--- config.mk ---
export PLATFORM = sky130hd
export DESIGN_NAME = mat_top
export DESIGN_NICKNAME = d
export VERILOG_FILES = /design/src/verilog/mat_pkg.sv /design/src/verilog/mat_if.sv /design/src/verilog/mat_top.sv /design/src/verilog/matrix_parser.sv /design/src/verilog/matrix_printer.sv /design/src/verilog/matrix_store.sv /design/src/verilog/uart_rx.sv /design/src/verilog/uart_tx.sv
export VERILOG_INCLUDE_DIRS = /design/src /design/src/include
export SDC_FILE = /design/constraint.sdc
export NUM_CORES = 1
export LEC_CHECK = 0
export BUFFER_PORTS_ARGS = -buffer_cell sky130_fd_sc_hd__buf_4
export CAP_MARGIN = 10
export CELL_PAD_IN_SITES_DETAIL_PLACEMENT = 0
export CELL_PAD_IN_SITES_GLOBAL_PLACEMENT = 2
export CORE_ASPECT_RATIO = 0.8
export CORE_MARGIN = 1
export CORE_UTILIZATION = 40
export CTS_BUF_LIST = sky130_fd_sc_hd__clkbuf_8
export DETAILED_ROUTE_END_ITERATION = 8
export GPL_TIMING_DRIVEN = 0
export PLACE_DENSITY_LB_ADDON = 0.3
export SLEW_MARGIN = 10
export SYNTH_ARGS = -nofsm -noshare
export SYNTH_HDL_FRONTEND = slang
export SYNTH_HIERARCHICAL = 1
export SYNTH_SLANG_ARGS = --single-unit
--- constraint.sdc ---
create_clock -name clk -period 12.95 [get_ports clk]
set_input_delay 0 -clock clk [delete_from_list [all_inputs] [get_ports clk]]
set_output_delay 0 -clock clk [all_outputs]
set_load 0.05 [all_outputs]
--- src/include/mat_consts.svh ---
/*
 * matrix front end constants
 * sizes, serial bit timing and the ASCII codes of the text format
 */
`ifndef MAT_CONSTS_SVH
`define MAT_CONSTS_SVH

// ========================================
// matrix geometry
`define MAT_MAX_DIM        5      // rows or cols upper bound
`define MAT_SLOTS          2      // ring store depth
`define MAT_ELEM_BITS      4      // one decimal digit

// serial line
`define UART_CLKS_PER_BIT  8

// ========================================
// character codes
`define ASCII_ZERO         8'h30
`define ASCII_SPACE        8'h20
`define ASCII_CR           8'h0D
`define ASCII_LF           8'h0A

`endif

--- src/verilog/mat_pkg.sv ---
/*
 * matrix front end types
 * width typedefs and the FSM state encodings
 */
`include "mat_consts.svh"

package mat_pkg;

	// ========================================
	// widths with a meaning
	typedef logic [2:0] dim_t;                      // row or col count, 1..5
	typedef logic [`MAT_ELEM_BITS-1:0] elem_t;      // one element value
	typedef logic [`MAT_MAX_DIM*`MAT_MAX_DIM*`MAT_ELEM_BITS-1:0] mat_flat_t; // elem 0 in low bits
	typedef logic [$clog2(`MAT_SLOTS)-1:0] slot_t;  // store slot index
	typedef logic [7:0] byte_t;                     // uart byte

	// ========================================
	// state machines
	typedef enum logic [1:0] {
		PS_ROWS,     // waiting for row digit
		PS_COLS,     // waiting for col digit
		PS_ELEMS,    // collecting element digits
		PS_REPORT    // one cycle of wr.valid
	} parse_state_e;

	typedef enum logic [2:0] {
		PR_IDLE,
		PR_DIGIT,
		PR_SEP,
		PR_CR,
		PR_LF
	} print_state_e;

	// shared by rx and tx
	typedef enum logic [1:0] {
		U_IDLE,
		U_START,
		U_DATA,
		U_STOP
	} uart_state_e;

endpackage

--- src/verilog/mat_if.sv ---
/*
 * matrix transfer interfaces
 * parser to store write path and store to printer job path
 */
`timescale 1ns/1ps

// complete matrix from the parser, single cycle strobe
interface mat_wr_if;
	import mat_pkg::*;

	logic      valid;
	dim_t      rows;
	dim_t      cols;
	mat_flat_t data;

	modport src (output valid, rows, cols, data);
	modport dst (input valid, rows, cols, data);
endinterface

// print job, fields held until busy falls
interface mat_print_if;
	import mat_pkg::*;

	logic      start;
	dim_t      rows;
	dim_t      cols;
	mat_flat_t data;
	logic      busy;     // printer side

	modport job (output start, rows, cols, data, input busy);
	modport fmt (input start, rows, cols, data, output busy);
endinterface

--- src/verilog/mat_top.sv ---
/*
 * matrix entry front end
 * uart in, parse, store in a 2-slot ring, echo and print back over uart
 */
`timescale 1ns/1ps

module mat_top (
	input  logic       clk,
	input  logic       rst_n,
	input  logic       uart_rxd,
	output logic       uart_txd,
	input  logic       print_req,
	input  logic       slot_sel,
	output logic [1:0] stored_count,
	output logic       parse_error,
	output logic       rd_error,
	output logic       print_busy
);

	logic [7:0] rx_data;
	logic       rx_done;
	logic [7:0] tx_data;
	logic       tx_en;
	logic       tx_busy;

	mat_wr_if    wr_if ();    // parser to store
	mat_print_if prn_if ();   // store to printer

	// ========================================
	// serial side
	uart_rx u_rx (
		.clk     (clk),
		.rst_n   (rst_n),
		.rxd     (uart_rxd),
		.rx_data (rx_data),
		.rx_done (rx_done)
	);

	uart_tx u_tx (
		.clk     (clk),
		.rst_n   (rst_n),
		.tx_en   (tx_en),
		.tx_data (tx_data),
		.txd     (uart_txd),
		.tx_busy (tx_busy)
	);

	// ========================================
	// matrix path
	matrix_parser u_parser (
		.clk         (clk),
		.rst_n       (rst_n),
		.rx_data     (rx_data),
		.rx_done     (rx_done),
		.wr          (wr_if),
		.parse_error (parse_error)
	);

	matrix_store u_store (
		.clk          (clk),
		.rst_n        (rst_n),
		.wr           (wr_if),
		.prn          (prn_if),
		.print_req    (print_req),
		.slot_sel     (slot_sel),
		.stored_count (stored_count),
		.rd_error     (rd_error),
		.print_busy   (print_busy)
	);

	matrix_printer u_printer (
		.clk     (clk),
		.rst_n   (rst_n),
		.prn     (prn_if),
		.tx_en   (tx_en),
		.tx_data (tx_data),
		.tx_busy (tx_busy)
	);

endmodule

--- src/verilog/matrix_parser.sv ---
/*
 * ASCII matrix parser
 * rows digit, cols digit, then rows*cols element digits in row-major order
 */
`timescale 1ns/1ps
`include "mat_consts.svh"

module matrix_parser (
	input  logic           clk,
	input  logic           rst_n,
	input  mat_pkg::byte_t rx_data,
	input  logic           rx_done,
	mat_wr_if.src          wr,
	output logic           parse_error
);
	import mat_pkg::*;

	localparam int ELEMS = `MAT_MAX_DIM * `MAT_MAX_DIM;
	localparam int CW = $clog2(ELEMS + 1);
	localparam byte_t ASCII_NINE = `ASCII_ZERO + 8'd9;

	parse_state_e  state;
	dim_t          rows_q;
	dim_t          cols_q;
	logic [CW-1:0] remain;     // elements still expected
	logic [CW-1:0] idx;        // next element slot
	mat_flat_t     data_q;
	logic          is_digit;
	elem_t         digit;
	logic          dim_ok;

	// ========================================
	// byte classification
	assign is_digit = (rx_data >= `ASCII_ZERO) && (rx_data <= ASCII_NINE);
	assign digit    = elem_t'(rx_data - `ASCII_ZERO);
	assign dim_ok   = is_digit && (digit != '0) && (digit <= `MAT_MAX_DIM);

	// ========================================
	// protocol FSM
	always_ff @(posedge clk or negedge rst_n) begin
		if (!rst_n) begin
			state       <= PS_ROWS;
			rows_q      <= '0;
			cols_q      <= '0;
			remain      <= '0;
			idx         <= '0;
			parse_error <= 1'b0;
		end else begin
			parse_error <= 1'b0;
			case (state)
				PS_ROWS: begin
					if (rx_done) begin
						if (dim_ok) begin
							rows_q <= dim_t'(digit);
							state  <= PS_COLS;
						end else begin
							parse_error <= 1'b1;
						end
					end
				end
				PS_COLS: begin
					if (rx_done) begin
						if (dim_ok) begin
							cols_q <= dim_t'(digit);
							remain <= CW'(rows_q) * CW'(digit);
							idx    <= '0;
							state  <= PS_ELEMS;
						end else begin
							parse_error <= 1'b1;
							state       <= PS_ROWS;
						end
					end
				end
				PS_ELEMS: begin
					if (rx_done) begin
						if (is_digit) begin
							idx    <= idx + 1'b1;
							remain <= remain - 1'b1;
							if (remain == CW'(1))
								state <= PS_REPORT;    // last element in
						end else begin
							parse_error <= 1'b1;   // abort this matrix
							state       <= PS_ROWS;
						end
					end
				end
				PS_REPORT: state <= PS_ROWS;
				default:   state <= PS_ROWS;
			endcase
		end
	end

	// element packing, elem 0 lands in the low nibble
	always_ff @(posedge clk) begin
		if (state == PS_ELEMS && rx_done && is_digit)
			data_q[idx*`MAT_ELEM_BITS +: `MAT_ELEM_BITS] <= digit;
	end

	assign wr.valid = (state == PS_REPORT);
	assign wr.rows  = rows_q;
	assign wr.cols  = cols_q;
	assign wr.data  = data_q;

	a_dims_nonzero : assert property (@(posedge clk) disable iff (!rst_n)
		wr.valid |-> (wr.rows != '0 && wr.cols != '0))
		else $error("matrix_parser: write with zero dimension");

endmodule

--- src/verilog/matrix_printer.sv ---
/*
 * matrix printer
 * one line per row, digits split by spaces, CR LF after each row
 */
`timescale 1ns/1ps
`include "mat_consts.svh"

module matrix_printer (
	input  logic           clk,
	input  logic           rst_n,
	mat_print_if.fmt       prn,
	output logic           tx_en,
	output mat_pkg::byte_t tx_data,
	input  logic           tx_busy
);
	import mat_pkg::*;

	print_state_e state;
	dim_t         rows_q;
	dim_t         cols_q;
	dim_t         r_idx;
	dim_t         c_idx;
	mat_flat_t    data_q;      // next element in the low nibble
	logic         can_send;
	logic         last_col;
	logic         last_row;
	byte_t        next_byte;

	// tx_busy only rises the cycle after tx_en, so skip that cycle too
	assign can_send = !tx_busy && !tx_en;
	assign last_col = (c_idx == cols_q - 1'b1);
	assign last_row = (r_idx == rows_q - 1'b1);
	assign prn.busy = (state != PR_IDLE);

	always_comb begin
		case (state)
			PR_DIGIT: next_byte = `ASCII_ZERO + byte_t'(data_q[`MAT_ELEM_BITS-1:0]);
			PR_SEP:   next_byte = `ASCII_SPACE;
			PR_CR:    next_byte = `ASCII_CR;
			PR_LF:    next_byte = `ASCII_LF;
			default:  next_byte = `ASCII_SPACE;
		endcase
	end

	// ========================================
	// row and column walk
	always_ff @(posedge clk or negedge rst_n) begin
		if (!rst_n) begin
			state <= PR_IDLE;
			r_idx <= '0;
			c_idx <= '0;
			tx_en <= 1'b0;
		end else begin
			tx_en <= 1'b0;
			case (state)
				PR_IDLE: begin
					if (prn.start) begin
						r_idx <= '0;
						c_idx <= '0;
						state <= PR_DIGIT;
					end
				end
				PR_DIGIT: begin
					if (can_send) begin
						tx_en <= 1'b1;
						state <= last_col ? PR_CR : PR_SEP;   // no space at row end
					end
				end
				PR_SEP: begin
					if (can_send) begin
						tx_en <= 1'b1;
						c_idx <= c_idx + 1'b1;
						state <= PR_DIGIT;
					end
				end
				PR_CR: begin
					if (can_send) begin
						tx_en <= 1'b1;
						state <= PR_LF;
					end
				end
				PR_LF: begin
					if (can_send) begin
						tx_en <= 1'b1;
						c_idx <= '0;
						if (last_row) begin
							state <= PR_IDLE;    // busy drops with the final LF
						end else begin
							r_idx <= r_idx + 1'b1;
							state <= PR_DIGIT;
						end
					end
				end
				default: state <= PR_IDLE;
			endcase
		end
	end

	// job latch and byte register
	always_ff @(posedge clk) begin
		if (state == PR_IDLE && prn.start) begin
			rows_q <= prn.rows;
			cols_q <= prn.cols;
			data_q <= prn.data;
		end else if (state == PR_DIGIT && can_send) begin
			data_q <= data_q >> `MAT_ELEM_BITS;
		end
		if (state != PR_IDLE && can_send)
			tx_data <= next_byte;
	end

endmodule

--- src/verilog/matrix_store.sv ---
/*
 * two-slot ring store
 * keeps parsed matrices and queues echo and print jobs for the printer
 */
`timescale 1ns/1ps
`include "mat_consts.svh"

module matrix_store (
	input  logic           clk,
	input  logic           rst_n,
	mat_wr_if.dst          wr,
	mat_print_if.job       prn,
	input  logic           print_req,
	input  mat_pkg::slot_t slot_sel,
	output logic [1:0]     stored_count,
	output logic           rd_error,
	output logic           print_busy
);
	import mat_pkg::*;

	dim_t                  slot_rows [`MAT_SLOTS];
	dim_t                  slot_cols [`MAT_SLOTS];
	mat_flat_t             slot_data [`MAT_SLOTS];
	logic [`MAT_SLOTS-1:0] slot_valid;
	slot_t                 wr_ptr;     // oldest slot, overwritten next
	logic                  pend;       // one job waiting
	slot_t                 pend_slot;
	logic                  job_start;
	dim_t                  job_rows;
	dim_t                  job_cols;
	mat_flat_t             job_data;
	logic                  issue;

	assign issue      = pend && !prn.busy && !job_start;
	assign print_busy = pend | job_start | prn.busy;   // start cycle counts as busy

	// ========================================
	// slot bookkeeping and job queue
	always_ff @(posedge clk or negedge rst_n) begin
		if (!rst_n) begin
			slot_valid   <= '0;
			wr_ptr       <= '0;
			stored_count <= '0;
			pend         <= 1'b0;
			pend_slot    <= '0;
			job_start    <= 1'b0;
			rd_error     <= 1'b0;
		end else begin
			rd_error  <= 1'b0;
			job_start <= issue;
			if (wr.valid) begin
				slot_valid[wr_ptr] <= 1'b1;
				wr_ptr             <= wr_ptr + 1'b1;
				if (stored_count != 2'(`MAT_SLOTS))
					stored_count <= stored_count + 1'b1;   // saturates
				pend      <= 1'b1;      // echo wins over a waiting print
				pend_slot <= wr_ptr;
			end else if (print_req && !slot_valid[slot_sel]) begin
				rd_error <= 1'b1;
			end else if (print_req && !print_busy) begin
				pend      <= 1'b1;
				pend_slot <= slot_sel;
			end else if (issue) begin
				pend <= 1'b0;
			end
		end
	end

	// slot contents and the job held for the printer
	always_ff @(posedge clk) begin
		if (wr.valid) begin
			slot_rows[wr_ptr] <= wr.rows;
			slot_cols[wr_ptr] <= wr.cols;
			slot_data[wr_ptr] <= wr.data;
		end
		if (issue) begin
			job_rows <= slot_rows[pend_slot];
			job_cols <= slot_cols[pend_slot];
			job_data <= slot_data[pend_slot];
		end
	end

	assign prn.start = job_start;
	assign prn.rows  = job_rows;
	assign prn.cols  = job_cols;
	assign prn.data  = job_data;

endmodule

--- src/verilog/uart_rx.sv ---
/*
 * UART receiver
 * 8N1 with mid-bit sampling, one rx_done strobe per good frame
 */
`timescale 1ns/1ps
`include "mat_consts.svh"

module uart_rx (
	input  logic           clk,
	input  logic           rst_n,
	input  logic           rxd,
	output mat_pkg::byte_t rx_data,
	output logic           rx_done
);
	import mat_pkg::*;

	localparam int CPB = `UART_CLKS_PER_BIT;
	localparam int BW = $clog2(CPB);
	localparam logic [BW-1:0] HALF = BW'(CPB / 2 - 1);   // middle of start bit
	localparam logic [BW-1:0] FULL = BW'(CPB - 1);       // one whole bit

	logic          rx_s1;
	logic          rx_s2;      // synchronised line
	uart_state_e   state;
	logic [BW-1:0] baud_cnt;
	logic [2:0]    bit_cnt;
	byte_t         shreg;

	// two-flop synchroniser, idles high
	always_ff @(posedge clk or negedge rst_n) begin
		if (!rst_n) begin
			rx_s1 <= 1'b1;
			rx_s2 <= 1'b1;
		end else begin
			rx_s1 <= rxd;
			rx_s2 <= rx_s1;
		end
	end

	always_ff @(posedge clk or negedge rst_n) begin
		if (!rst_n) begin
			state    <= U_IDLE;
			baud_cnt <= '0;
			bit_cnt  <= '0;
			rx_done  <= 1'b0;
		end else begin
			rx_done <= 1'b0;
			case (state)
				U_IDLE: begin
					baud_cnt <= '0;
					if (!rx_s2)
						state <= U_START;      // falling edge seen
				end
				U_START: begin
					if (baud_cnt == HALF) begin
						baud_cnt <= '0;
						bit_cnt  <= '0;
						state    <= rx_s2 ? U_IDLE : U_DATA;   // high here is a glitch
					end else begin
						baud_cnt <= baud_cnt + 1'b1;
					end
				end
				U_DATA: begin
					if (baud_cnt == FULL) begin
						baud_cnt <= '0;
						bit_cnt  <= bit_cnt + 1'b1;
						if (bit_cnt == 3'd7)
							state <= U_STOP;
					end else begin
						baud_cnt <= baud_cnt + 1'b1;
					end
				end
				U_STOP: begin
					if (baud_cnt == FULL) begin
						baud_cnt <= '0;
						state    <= U_IDLE;
						rx_done  <= rx_s2;      // framing error drops the byte
					end else begin
						baud_cnt <= baud_cnt + 1'b1;
					end
				end
				default: state <= U_IDLE;
			endcase
		end
	end

	// data path, lsb arrives first
	always_ff @(posedge clk) begin
		if (state == U_DATA && baud_cnt == FULL)
			shreg <= {rx_s2, shreg[7:1]};
		if (state == U_STOP && baud_cnt == FULL)
			rx_data <= shreg;
	end

	a_done_single : assert property (@(posedge clk) disable iff (!rst_n)
		rx_done |=> !rx_done)
		else $error("uart_rx: rx_done held for two cycles");

endmodule

--- src/verilog/uart_tx.sv ---
/*
 * UART transmitter
 * start bit, 8 data bits lsb first, stop bit; busy for the whole frame
 */
`timescale 1ns/1ps
`include "mat_consts.svh"

module uart_tx (
	input  logic           clk,
	input  logic           rst_n,
	input  logic           tx_en,
	input  mat_pkg::byte_t tx_data,
	output logic           txd,
	output logic           tx_busy
);
	import mat_pkg::*;

	localparam int CPB = `UART_CLKS_PER_BIT;
	localparam int BW = $clog2(CPB);
	localparam logic [BW-1:0] FULL = BW'(CPB - 1);

	uart_state_e   state;
	logic [BW-1:0] baud_cnt;
	logic [2:0]    bit_cnt;
	byte_t         shreg;
	logic          bit_end;

	assign bit_end = (baud_cnt == FULL);

	always_ff @(posedge clk or negedge rst_n) begin
		if (!rst_n) begin
			state    <= U_IDLE;
			baud_cnt <= '0;
			bit_cnt  <= '0;
			txd      <= 1'b1;     // line idles high
			tx_busy  <= 1'b0;
		end else begin
			baud_cnt <= (state == U_IDLE || bit_end) ? '0 : baud_cnt + 1'b1;
			case (state)
				U_IDLE: begin
					if (tx_en) begin
						state   <= U_START;
						txd     <= 1'b0;
						tx_busy <= 1'b1;
					end
				end
				U_START: begin
					if (bit_end) begin
						bit_cnt <= '0;
						txd     <= shreg[0];     // bit 0
						state   <= U_DATA;
					end
				end
				U_DATA: begin
					if (bit_end) begin
						bit_cnt <= bit_cnt + 1'b1;
						if (bit_cnt == 3'd7) begin
							txd   <= 1'b1;       // stop bit
							state <= U_STOP;
						end else begin
							txd <= shreg[0];
						end
					end
				end
				U_STOP: begin
					if (bit_end) begin
						state   <= U_IDLE;
						tx_busy <= 1'b0;
					end
				end
				default: state <= U_IDLE;
			endcase
		end
	end

	// load on accept, shift once per bit after the start bit
	always_ff @(posedge clk) begin
		if (state == U_IDLE && tx_en)
			shreg <= tx_data;
		else if ((state == U_START || state == U_DATA) && bit_end)
			shreg <= shreg >> 1;
	end

	a_no_overrun : assert property (@(posedge clk) disable iff (!rst_n)
		tx_busy |-> !tx_en)
		else $error("uart_tx: tx_en while busy");

endmodule
Word level (Yosys, flattened, before mapping)
Memory sizes are Yosys's and may differ from the RTL's. A register that Yosys moved wholly into a read port is not among the register bits.
Cells that the tools add are included.
{ "word_totals": {"wordCells": 268, "mem_bits_ro": 0, "out_inout_bits": 6, "ram_bits": 212, "latchBits": 0, "reg_bits": 297, "memories": 3} }
{ "classes": {"n_bitwise": 3, "n_div": 0, "n_addsub": 15, "shift": 2, "muxes": 94, "n_mul": 1, "eq_ne": 46, "order_cmp": 6, "reduce_logical": 62} }
{ "memory_table": {"columns": ["name", "depth", "width", "read_ports", "rd_clocked_by_memory_dff", "wr", "line_no", "text"], "rows": [
  ["u_store.slot_data", 2, 100, 1, 1, 1, "matrix_store.sv:23", "mat_flat_t slot_data [`MAT_SLOTS];"],
  ["u_store.slot_cols", 2, 3, 1, 1, 1, "matrix_store.sv:22", "dim_t slot_cols [`MAT_SLOTS];"],
  ["u_store.slot_rows", 2, 3, 1, 1, 1, "matrix_store.sv:21", "dim_t slot_rows [`MAT_SLOTS];"]
]} }
{ "op_table": {"columns": ["cell", "n"], "rows": [
  ["2-to-1 mux 100 bit", 2],
  ["bitwise mux 100 bit", 1],
  ["variable shift 4 x 34 -> 100 bit, first input constant", 1],
  ["variable part select 4 x 34 -> 100 bit", 1],
  ["2-to-1 mux 3 bit", 17],
  ["2-to-1 mux 5 bit", 8],
  ["2-to-1 mux 2 bit", 18],
  ["negation 7 -> 34 bit", 1],
  ["inequality test 2 x 1 -> 1 bit, second input constant", 16],
  ["2-to-1 mux 1 bit", 30],
  ["AND reduction 5 bit", 5],
  ["one-hot mux 2 bit (4 select lines)", 3],
  ["one-hot mux 8 bit (3 select lines)", 1],
  ["one-hot mux 5 bit (2 select lines)", 2],
  ["adder 3 x 1 -> 3 bit, second input constant", 6],
  ["logical AND 1 bit", 18],
  ["one-hot mux 3 bit (2 select lines)", 3],
  ["one-hot mux 3 bit (3 select lines)", 2],
  ["2-to-1 mux 8 bit", 2],
  ["inequality test 2 bit, second input constant", 8],
  ["nonzero test 2 bit", 8],
  ["equality test 3 bit, second input constant", 5],
  ["one-hot mux 3 bit (5 select lines)", 1],
  ["AND reduction 3 bit", 5],
  ["other kinds (35)", 65]
]} }

Depth between registers and ports, before layout
Gate-level depths: netlist of the first run.
{ "depth": {"depth_word": 8, "ltp_mapped": 12, "ltp_nobuf": 10} }

By module
Netlist of the first run, hierarchy kept.
{ "by_module_without_submodules": {"columns": ["module", "instances", "seq_area_each_um2", "cells_each", "area_per_inst_um2"], "rows": [
  ["matrix_store", 1, 9774.4, 468, 11207.0],
  ["matrix_printer", 1, 3613.5, 515, 5337.6],
  ["matrix_parser", 1, 3478.3, 449, 5277.6],
  ["uart_rx", 1, 758.2, 64, 1032.2],
  ["uart_tx", 1, 491.7, 71, 955.9]
]} }

Least setup slack after synthesis of the first run
No wires, ideal clock.
{ "synth_timing": {"path_kind": "register to register", "start": "reg u_printer.state[2]", "end": "reg u_store.job_start (netlist: u_store/prn.start)", "arrival_ns": 8.186, "path_stages_with_launch": 5, "path_buffers": 1, "period_less_slack_ns": 9.051, "setup_slack_ns": 3.899, "path_cell_list": "dfrtp_1 buf_4 nor3_2 inv_1 nor3_1"} }
{ "synth_via": {"elab_chain_len": 4} }
{ "synth_rtl": {"columns": ["item", "line_no", "text"], "rows": [
  ["start: declaration", "matrix_printer.sv:18", "print_state_e state;"],
  ["start signal: assignment", "matrix_printer.sv:66", "state <= last_col ? PR_CR : PR_SEP;"],
  ["nonzero test 3 bit", "matrix_printer.sv:33", "assign prn.busy = (state != PR_IDLE);"],
  ["named net prn_if.busy", "mat_if.sv:28", "logic busy;"],
  ["logical NOT 1 bit", "matrix_store.sv:34", "assign issue = pend && !prn.busy && !job_start;"],
  ["logical AND 1 bit (2 in series)", "matrix_store.sv:34", null],
  ["named net u_store.issue", "matrix_store.sv:32", "logic issue;"],
  ["end signal: assignment", "matrix_store.sv:50", "job_start <= issue;"],
  ["end: declaration", "matrix_store.sv:28", "logic job_start;"]
]} }
The timed path passes the listed nets, and every way through them passes these cells.
A chain may end at the register's enable or synchronous reset.

==> impl_metrics.ini, run 1 <==
[run_status]
status = completed

[sta]
worst_pin_slew_ns = 1.18
hold_viol_final = 0
rsz0062_at_grt = false
clock-skew-final_ns = 0.0240
slew_headroom_pct = 21.0
post-route-min-period_ns = 3.62
hold_slack_ns = 0.205
setup_viol = 0
fmax_mhz = 276
slew_viol_final = 0
tns_ns = 0
fin_crit_sh_pct = 28.0

[clocking]
cts_tree = built
post_cts_resized = 0
cts-root-buf = clkbuf_8
clock_latency_ns = 0.67
cts_inserted_buffers = 96
htreeDepth = 3
postCtsSetupBuffers = 0
cts_buffer_depth = 3
clk_pin_slew_ns = 0.06
cts_sinks = 613
ctsHoldBuffers = 8

[yosys]
synthCells = 1567
syn_area_um2 = 23800
seq_area_frac_synth_pct = 76.1
syn_area_per_cell_um2 = 15.2
ys_warn_count = 6
ys_seq_elements = 613
synth_edf_count = 554
async_flop_share_pct = 9.62
synth_cell_types = 79
synth_flop_cell = edfxtp_1

[finish]
nets = 1736
regArea_um2 = 18100
multi_input_area_um2 = 5260
num-fill-cells = 5195
layout-drive-gt1-share_pct = 15.7
final_area_um2 = 27000
areaGrowthSynthToFinish_pct = 13.4

[floorplan]
fp.dieW_um = 275
io_pins = 11
die_y_um = 220
start_util_pct = 40.7
die_area_um2 = 60500
coreArea_um2 = 58500
row_count = 79

[grt]
top_usage_layer = met2
grt-ovfl-total = 0
antenna_found_initial = 0
grtUsageTotal_pct = 17.0
grt_max_degree = 57
grt_pass1_wl_mm = 75.9
met3_usage_pct = 5.55
met2_usage_pct = 25.2
gr-usage-met1_pct = 23.5
grt_pass1_vias = 12906

[critical_path]
path_max_fanout = 10
critPathSlowestCell = nand3b_2
cp.required_ns = 13.26
path_buf_inv = 2
worst_path_dominant_cell_family = simple AND/OR/NAND/NOR gates
crit_type = reg2reg
critPathCaptureType = flip-flop
crit_chain = clkbuf_1 > inv_1 > ha_1 > nand2b_1 > nor2_1 > ha_1 > nand3_1 > nand3b_2 > nor2_1
cpPeakStageDelay_ns = 0.54
crit_path_start_kind = flip-flop
path_depth = 9
reg2reg_depth = 9
arrival_ns = 3.93

[power]
power_density_nw_per_um2 = 138
p_leak_nw = 8.37
irDropWorstVdd_mv = 0.0675

[routing]
wire_per_inst_um = 19.5
firstDrtPassIters = 7
drt_iter0_drc = 897
antenna_left = 0
drc = 0
drt_wl_total_mm = 49.7
vias_per_cell = 4.90
vias = 12502

[hold_path]
hold_path.class = in2reg
whs_path_depth = 4

[flow_run]
drv_cap = 0

[placed_design]
dp_hpwl_mm = 32.7
place_area_um2 = 25100
port-buffer-count = 10
gp_congestion = 0.812
## routing by layer
metal,part of all wire (%),vias to the layer above
li1,-,5918
met1,47,6204
met2,44,287
met3,6.7,91
met4,2.4,2
met5,0.28,-
## Yosys cell counts (8+ instances only)
cell	count	share of area, %
edfxtp_1	554	70
nand2_1	347	5.5
nor2_1	152	2.4
mux2_1	72	3.4
dfrtp_1	56	5.9
mux2_2	45	2.1
inv_1	31	0.49
buf_2	28	0.59
ha_1	26	1.4
clkbuf_1	25	0.39
nand3_1	20	0.42
o21ai_0	17	0.36
and2_1	14	0.37
a21oi_1	11	0.23
and3_1	11	0.29
nor3_1	10	0.21
buf_4	9	0.28
nand2b_1	8	0.21
xor2_1	8	0.29
## worst paths after layout
check	startpoint	endpoint	slack, ns
max	u_parser/idx[0]$_DFFE_PN0P_	u_parser/wr.data[28]$_DFFE_PP_	9.33
min	print_req	u_store/pend$_DFFE_PN0P_	0.20
max reg2reg	u_parser/idx[0]$_DFFE_PN0P_	u_parser/wr.data[28]$_DFFE_PP_	9.33
min reg2reg	u_rx/rx_s1$_DFF_PN1_	u_rx/rx_s2$_DFF_PN1_	0.35
max in group asynchronous	rst_n	u_tx/state[0]$_DFFE_PN0P_	12.14
min in group asynchronous	rst_n	u_rx/rx_s2$_DFF_PN1_	0.47
## cell families after synthesis
family | after synthesis | share of synthesized area [%]
AOI/OAI and AO/OA | 81 | 2.74
buffers and inverters | 98 | 1.95
xor gates and xnor gates | 14 | 0.631
and+or+nand+nor | 602 | 10.8
DFF | 613 | 76.1
muxes | 129 | 6.14
other | 1 | 0.0157
adders and majority gates | 29 | 1.62
## metrics by stage
stage / setup WS (ns) / util (%) / cells / power (mW)
floorplan: 3.90 / - / 1568 / 2.24
global placement: -1.33 / 42.5 / 2347 / 2.25
detailed placement: 9.34 / 42.9 / 2365 / 2.26
CTS: 9.32 / 46.1 / 2548 / 3.78
global route: 9.04 / 46.1 / 2548 / 3.87
finish: 9.33 / 46.1 / 2549 / 3.73
## registers in the layout, summed over array words and instances (netlist names), 5 cells and up, named ones only
name and cells:
u_printer/data_q 100, u_tx/shreg 8, u_parser/idx 5, u_store/prn.data 100
u_store/slot_rows 6, u_rx/shreg 8, u_parser/remain 5, u_rx/rx_data 8
u_store/slot_data 200, u_store/slot_cols 6, u_parser/wr.data 100, u_printer/tx_data 6
## layout by cell type, fill, tap and decap left out, types with 4 or more instances in the layout
cell type | synthesis | final
a21oi_1 | 11 | 11
a31oi_1 | 7 | 7
and2_1 | 14 | 13
and3_1 | 11 | 11
buf_12 | 0 | 4
buf_16 | 0 | 4
buf_2 | 28 | 28
buf_4 | 9 | 27
buf_6 | 2 | 5
clkbuf_1 | 25 | 25
clkbuf_8 | 0 | 102
clkinv_1 | 0 | 19
clkinv_2 | 0 | 14
dfrtp_1 | 56 | 56
dlygate4sd3_1 | 0 | 7
edfxtp_1 | 554 | 554
ha_1 | 26 | 26
inv_1 | 31 | 64
mux2_1 | 72 | 72
mux2_2 | 45 | 45
mux2_4 | 5 | 5
mux2i_1 | 7 | 7
nand2_1 | 347 | 346
nand2b_1 | 8 | 8
nand3_1 | 20 | 20
nor2_1 | 152 | 151
nor2b_1 | 5 | 5
nor3_1 | 10 | 9
nor3b_1 | 4 | 4
o21ai_0 | 17 | 17
o22ai_1 | 4 | 4
o2bb2ai_1 | 5 | 5
or3_1 | 4 | 4
xnor2_1 | 4 | 4
xor2_1 | 8 | 8
## worst min-delay path: stages
cell	delay (ns)
dlygate4sd3_1	0.52
buf_4	0.11
a211oi_1	0.06
o21ai_0	0.14
## layout make-up
type	count	share of cell area [%]
Sequential cell	613	67.1
Clock buffer	102	5.20
Tap cell	769	3.56
Inverter	34	0.524
Clock inverter	73	1.37
Buffer	64	1.20
Antenna cell	1	0.00927
Multi-Input combinational cell	857	19.5
Timing Repair Buffer	36	1.59
## where the power goes
part	switching, mW	total [mW]	internal (mW)
Combinational	0.0381	0.0672	0.0291
Clock	0.738	1.51	0.770
Sequential	0.0103	2.15	2.14
(Power assumes the default switching activity.)
==> run 2, diff against run 1 <==
==> constraint.sdc (replaced) <==
create_clock -name clk -period 3.5 [get_ports clk]
set_input_delay 0 -clock clk [delete_from_list [all_inputs] [get_ports clk]]
set_output_delay 0 -clock clk [all_outputs]
set_load 0.05 [all_outputs]
==> run 2 against run 1 <==
Final area up 0.76%. Cell count down 0.12%. Clock-buffer cell count unchanged. Die area unchanged. Clock power rose to 3.9 times the previous value. Flip-flop and latch count unchanged. Sequential power rose to 3.7 times the previous value. Worst setup slack worse by 9.1 ns. First-iteration DRC count up 27%. Critical endpoint is now u_parser/wr.data[50]$_DFFE_PP_. Highest routed layer unchanged.
==> impl_metrics.ini, run 2 (synthesized netlist as in run 1, its figures left out) <==
[clocking]
htreeDepth = 3
postCtsSetupBuffers = 0
cts_tree = built
cts-root-buf = clkbuf_8
cts_inserted_buffers = 96
cts_buffer_depth = 3
clk_pin_slew_ns = 0.06
clock_latency_ns = 0.69
cts_sinks = 613

[finish]
final_core_util_pct = 46.5
fin_cells = 2546
largest_reg_flops = 200
nets = 1732
mostFrequentLayoutCell = edfxtp_1
mostFrequentLayoutCells = edfxtp_1 (554), nand2_1 (346), nor2_1 (141)
areaGrowthSynthToFinish_pct = 14.3
final_area_um2 = 27200
layout-drive-gt1-share_pct = 16.6
regMostFlops = u_store/slot_data

[critical_path]
crit_path_start_kind = flip-flop
path_max_fanout = 10
r2r-start = u_parser/idx[0]$_DFFE_PN0P_
crit_type = reg2reg
endpoint = u_parser/wr.data[50]$_DFFE_PP_
critPathCaptureType = flip-flop
cp.required_ns = 3.81
reg2reg_to = u_parser/wr.data[50]$_DFFE_PP_
cp-startpoint = u_parser/idx[0]$_DFFE_PN0P_
arrival_ns = 3.58
rrSetupSlack_ns = 0.23
reg2reg_depth = 9

[routing]
drt_iter0_drc = 1140
vias_per_cell = 4.95
vias = 12612
drc = 0
drt_wl_total_mm = 49.7
firstDrtPassIters = 6
antenna_left = 0
wire_per_inst_um = 19.5

[floorplan]
row_count = 79
io_pins = 11
die_y_um = 220
coreArea_um2 = 58500
die_area_um2 = 60500
fp.dieW_um = 275
start_util_pct = 40.7

[sta]
fin_crit_sh_pct = 93.3
setup_viol = 0
post-route-min-period_ns = 3.27
worst_pin_slew_ns = 0.968
fin_ws_ns = 0.235
fmax_mhz = 306
hold_slack_ns = 0.210
slew_viol_final = 0
rsz0062_at_grt = false
tns_ns = 0
hold_viol_final = 0
clock-skew-final_ns = 0.0291
slew_headroom_pct = 35.0

[grt]
grt_pass1_wl_mm = 75.9
grt-ovfl-total = 0
antenna_found_initial = 2
grt_max_degree = 70
grtUsageTotal_pct = 17.0
grt_pass1_vias = 12825

[power]
power_density_nw_per_um2 = 520
irDropWorstVdd_mv = 0.260
p_leak_nw = 8.43
total_power_mw = 14.1

[placed_design]
port-buffer-count = 10
post-place-ws_ns = -0.0431
placedCellCount = 2361
place_area_um2 = 25200
gp_congestion = 0.801
dp_hpwl_mm = 32.3

[flow_run]
drv_cap = 0

[run_status]
status = completed

[hold_path]
hold_path.class = in2reg
run 2: cell types whose count changed in the layout (fill, tap and decap cells not counted), moves of 3 or more:
| cell | delta |
|---|---|
| nor2_1 | -10 |
| buf_6 | -3 |
| bufinv_16 | +4 |
| buf_8 | +6 |
| inv_1 | -7 |
| nor2_2 | +10 |
| buf_4 | -8 |
run 2: critical path, cell delays in order (launching register included):
cell and delay (ns):
dfrtp_1 0.44, clkbuf_2 0.26, inv_1 0.11, ha_1 0.29, nand2b_1 0.14, nor2_1 0.05, ha_1 0.22, a31oi_1 0.52
o2111ai_4 0.38, nor2_1 0.48
run 2: layer usage:
layer,GRT usage [%],vias to the layer above,part of all wire [%]
met1,24.1,6288,47
met5,1.59,-,0.29
met4,5.71,2,2.5
li1,-,5916,-
met3,4.87,102,6.3
met2,25.1,304,44
run 2: what timing repair did:
item                                    4_1_cts  5_1_grt
hold buffers                                  8        0
pin swaps                                     0        0
resized for setup                             1       15
endpoints found under the setup margin       28      159
hold endpoints to repair                     63        0
run 2: power breakdown:
part / switching, mW / leakage, nW / internal [mW]
Clock: 2.77 / 1.08 / 3.16
Combinational: 0.141 / 2.54 / 0.108
Sequential: 0.0350 / 4.81 / 7.92
Total: 2.95 / 8.43 / 11.2
run 2: how the worst min path moves through the flow:
stage                     slack [ns]       from                            end  cells after the start
after detailed placement        0.11   uart_rxd           u_rx/rx_s1$_DFF_PN1_                      1
after CTS                       0.14  print_req       u_store/pend$_DFFE_PN0P_                      4
after global routing            0.21   slot_sel  u_store/pend_slot$_DFFE_PN0P_                      4
after floorplan                -0.30      rst_n    u_parser/idx[0]$_DFFE_PN0P_                      0
final                           0.21  print_req       u_store/pend$_DFFE_PN0P_                      4
after global placement          0.11   uart_rxd           u_rx/rx_s1$_DFF_PN1_                      1
run 2: area by class of cell:
cell class | count | area [um2]
Buffer | 64 | 327
Sequential cell | 613 | 18100
Clock inverter | 74 | 485
Clock buffer | 102 | 1400
Fill cell | 5167 | 31300
Multi-Input combinational cell | 857 | 5310
Tap cell | 769 | 962
Inverter | 34 | 141
Antenna cell | 1 | 2.50
Timing Repair Buffer | 32 | 460
==> run 3, diff against run 2 <==
--- a/config.mk
+++ b/config.mk
@@ -10,7 +10,6 @@
 export CAP_MARGIN = 10
 export CELL_PAD_IN_SITES_DETAIL_PLACEMENT = 0
 export CELL_PAD_IN_SITES_GLOBAL_PLACEMENT = 2
-export CORE_ASPECT_RATIO = 0.8
 export CORE_MARGIN = 1
 export CORE_UTILIZATION = 40
 export CTS_BUF_LIST = sky130_fd_sc_hd__clkbuf_8
==> run 3 against run 2 <==
Die area hardly changed. First-iteration DRC count is 29% lower. Via count is 1.7% lower. Global-route usage is 0.24 points lower. Critical endpoint is now u_parser/remain[4]$_DFFE_PN0P_. Largest power group unchanged.
==> impl_metrics.ini, run 3 (synthesized netlist as in run 1, its figures left out) <==
[finish]
layout-drive-gt1-share_pct = 15.6
mostFrequentLayoutCell = edfxtp_1
final_core_util_pct = 46.0
regMostFlops = u_store/slot_data
areaGrowthSynthToFinish_pct = 13.8
mostFrequentLayoutCells = edfxtp_1 (554), nand2_1 (346), nor2_1 (146)
nets = 1736
largest_reg_flops = 200

[floorplan]
io_pins = 11
fp.dieW_um = 246
coreArea_um2 = 58900
start_util_pct = 40.4
row_count = 89
die_area_um2 = 60500
die_y_um = 246

[clocking]
clock_latency_ns = 0.69
clk_pin_slew_ns = 0.06
cts_tree = built
htreeDepth = 3
cts_buffer_depth = 3
postCtsSetupBuffers = 0
cts-root-buf = clkbuf_8
cts_sinks = 613
cts_inserted_buffers = 100

[grt]
gr-usage-met1_pct = 21.6
top_usage_layer = met2
grt_pass1_vias = 13016
met3_usage_pct = 3.75
grt-ovfl-total = 0
met2_usage_pct = 27.6
grtUsageTotal_pct = 16.8
grt_max_degree = 61
antenna_found_initial = 2
grt_pass1_wl_mm = 75.6

[sta]
fin_crit_sh_pct = 91.8
fmax_mhz = 311
hold_viol_final = 0
fin_ws_ns = 0.288
clock-skew-final_ns = 0.0484
post-route-min-period_ns = 3.21
setup_viol = 0
worst_pin_slew_ns = 0.862
slew_viol_final = 0
rsz0062_at_grt = false
slew_headroom_pct = 42.1

[power]
p_leak_nw = 8.41
total_power_mw = 13.7
irDropWorstVdd_mv = 0.280
power_density_nw_per_um2 = 506

[critical_path]
rrSetupSlack_ns = 0.29
path_max_fanout = 10
crit_path_start_kind = flip-flop
crit_type = reg2reg
critPathCaptureType = flip-flop
cp.required_ns = 4.03
arrival_ns = 3.74
reg2reg_depth = 11
reg2reg_to = u_parser/remain[4]$_DFFE_PN0P_
r2r-start = u_rx/rx_data[0]$_DFFE_PP_

[hold_path]
hold_start = print_req
hold_path.class = in2reg
whs_path_depth = 4
worstHoldEndpoint = u_store/pend$_DFFE_PN0P_

[placed_design]
post-place-ws_ns = 0.0164
gp_congestion = 0.773
port-buffer-count = 10
dp_hpwl_mm = 31.7

[flow_run]
drv_cap = 0

[routing]
firstDrtPassIters = 5
vias = 12401
drt_wl_total_mm = 48.9
wire_per_inst_um = 19.1
drc = 0
antenna_left = 0
drt_iter0_drc = 804
vias_per_cell = 4.85

[run_status]
status = completed
==> run 3: changes by cell type in the layout (fill, tap and decap cells not counted), moves of 2 or more <==
cell and delta:
buf_8 -2, bufinv_16 -6, clkinv_2 -7, clkinvlp_4 +2, inv_1 +15, inv_12 +2
inv_6 -3, nor2_1 +5, nor2_2 -5
==> run 3: power by group <==
part           internal [mW]  leakage, nW  total (mW)  switching [mW]
clock                   2.73         1.05        5.51            2.78
combinational          0.108         2.55       0.248           0.141
sequential              7.92         4.81        7.96          0.0362
total                   10.8         8.41        13.7            2.96
==> run 3: worst max-delay path, stage by stage (launching register included) <==
cell and delay (ns):
edfxtp_1 0.49, clkbuf_1 0.44, nand2_1 0.15, fa_1 0.50, inv_1 0.07, ha_1 0.13
inv_1 0.05, fa_1 0.37, xor2_1 0.19, xnor3_1 0.35, nor3_1 0.21, nor3_1 0.10
==> run 3: worst max path at each step <==
stage | startpoint | cells past startpoint | end
2_1_floorplan | u_printer/state[0]$_DFFE_PN0P_ | 4 | u_store/prn.cols[0]$_DFFE_PP_
3_3_place_gp | u_printer/state[0]$_DFFE_PN0P_ | 4 | u_store/prn.data[44]$_DFFE_PP_
3_5_place_dp | u_parser/idx[0]$_DFFE_PN0P_ | 9 | u_parser/wr.data[30]$_DFFE_PP_
4_1_cts | u_parser/idx[0]$_DFFE_PN0P_ | 9 | u_parser/wr.data[31]$_DFFE_PP_
5_1_grt | u_rx/rx_data[0]$_DFFE_PP_ | 11 | u_parser/remain[4]$_DFFE_PN0P_
6_report | u_rx/rx_data[0]$_DFFE_PP_ | 11 | u_parser/remain[4]$_DFFE_PN0P_
==> run 3: timing repair <==
item / in CTS / in global routing
endpoints found under the hold margin: 63 / 0
endpoints found under the setup margin: 0 / 93
gates resized for setup: 0 / 11
hold buffers: 8 / 0
==> run 3: area by class of cell <==
class / count / area, um2
well taps: 773 / 967
repair buffers: 32 / 478
clock inverters: 79 / 368
clock buffers: 102 / 1400
inverters: 34 / 141
plain buffers: 64 / 327
multi-input cells: 857 / 5300
flip-flops and latches: 613 / 18100
fillers: 5139 / 31800
diodes: 1 / 2.50
==> run 3: metrics by stage <==
step / instance area, um2 / instances / hold slack [ns] / TNS, ns
after floorplan: 23800 / 1568 / -0.296 / -37.34
after global placement: 24900 / 2351 / 0.110 / -416.69
after detailed placement: 25200 / 2365 / 0.111 / 0
after CTS: 27100 / 2554 / 0.106 / 0
after global routing: 27100 / 2555 / 0.183 / 0
final: 27100 / 2555 / 0.189 / 0
==> run 3: per-layer routing <==
layer / up-vias / wire length [um]
li1: 5913 / -
met4: 0 / 1180
met1: 6143 / 21300
met5: - / 0
met2: 264 / 23700
met3: 81 / 2680
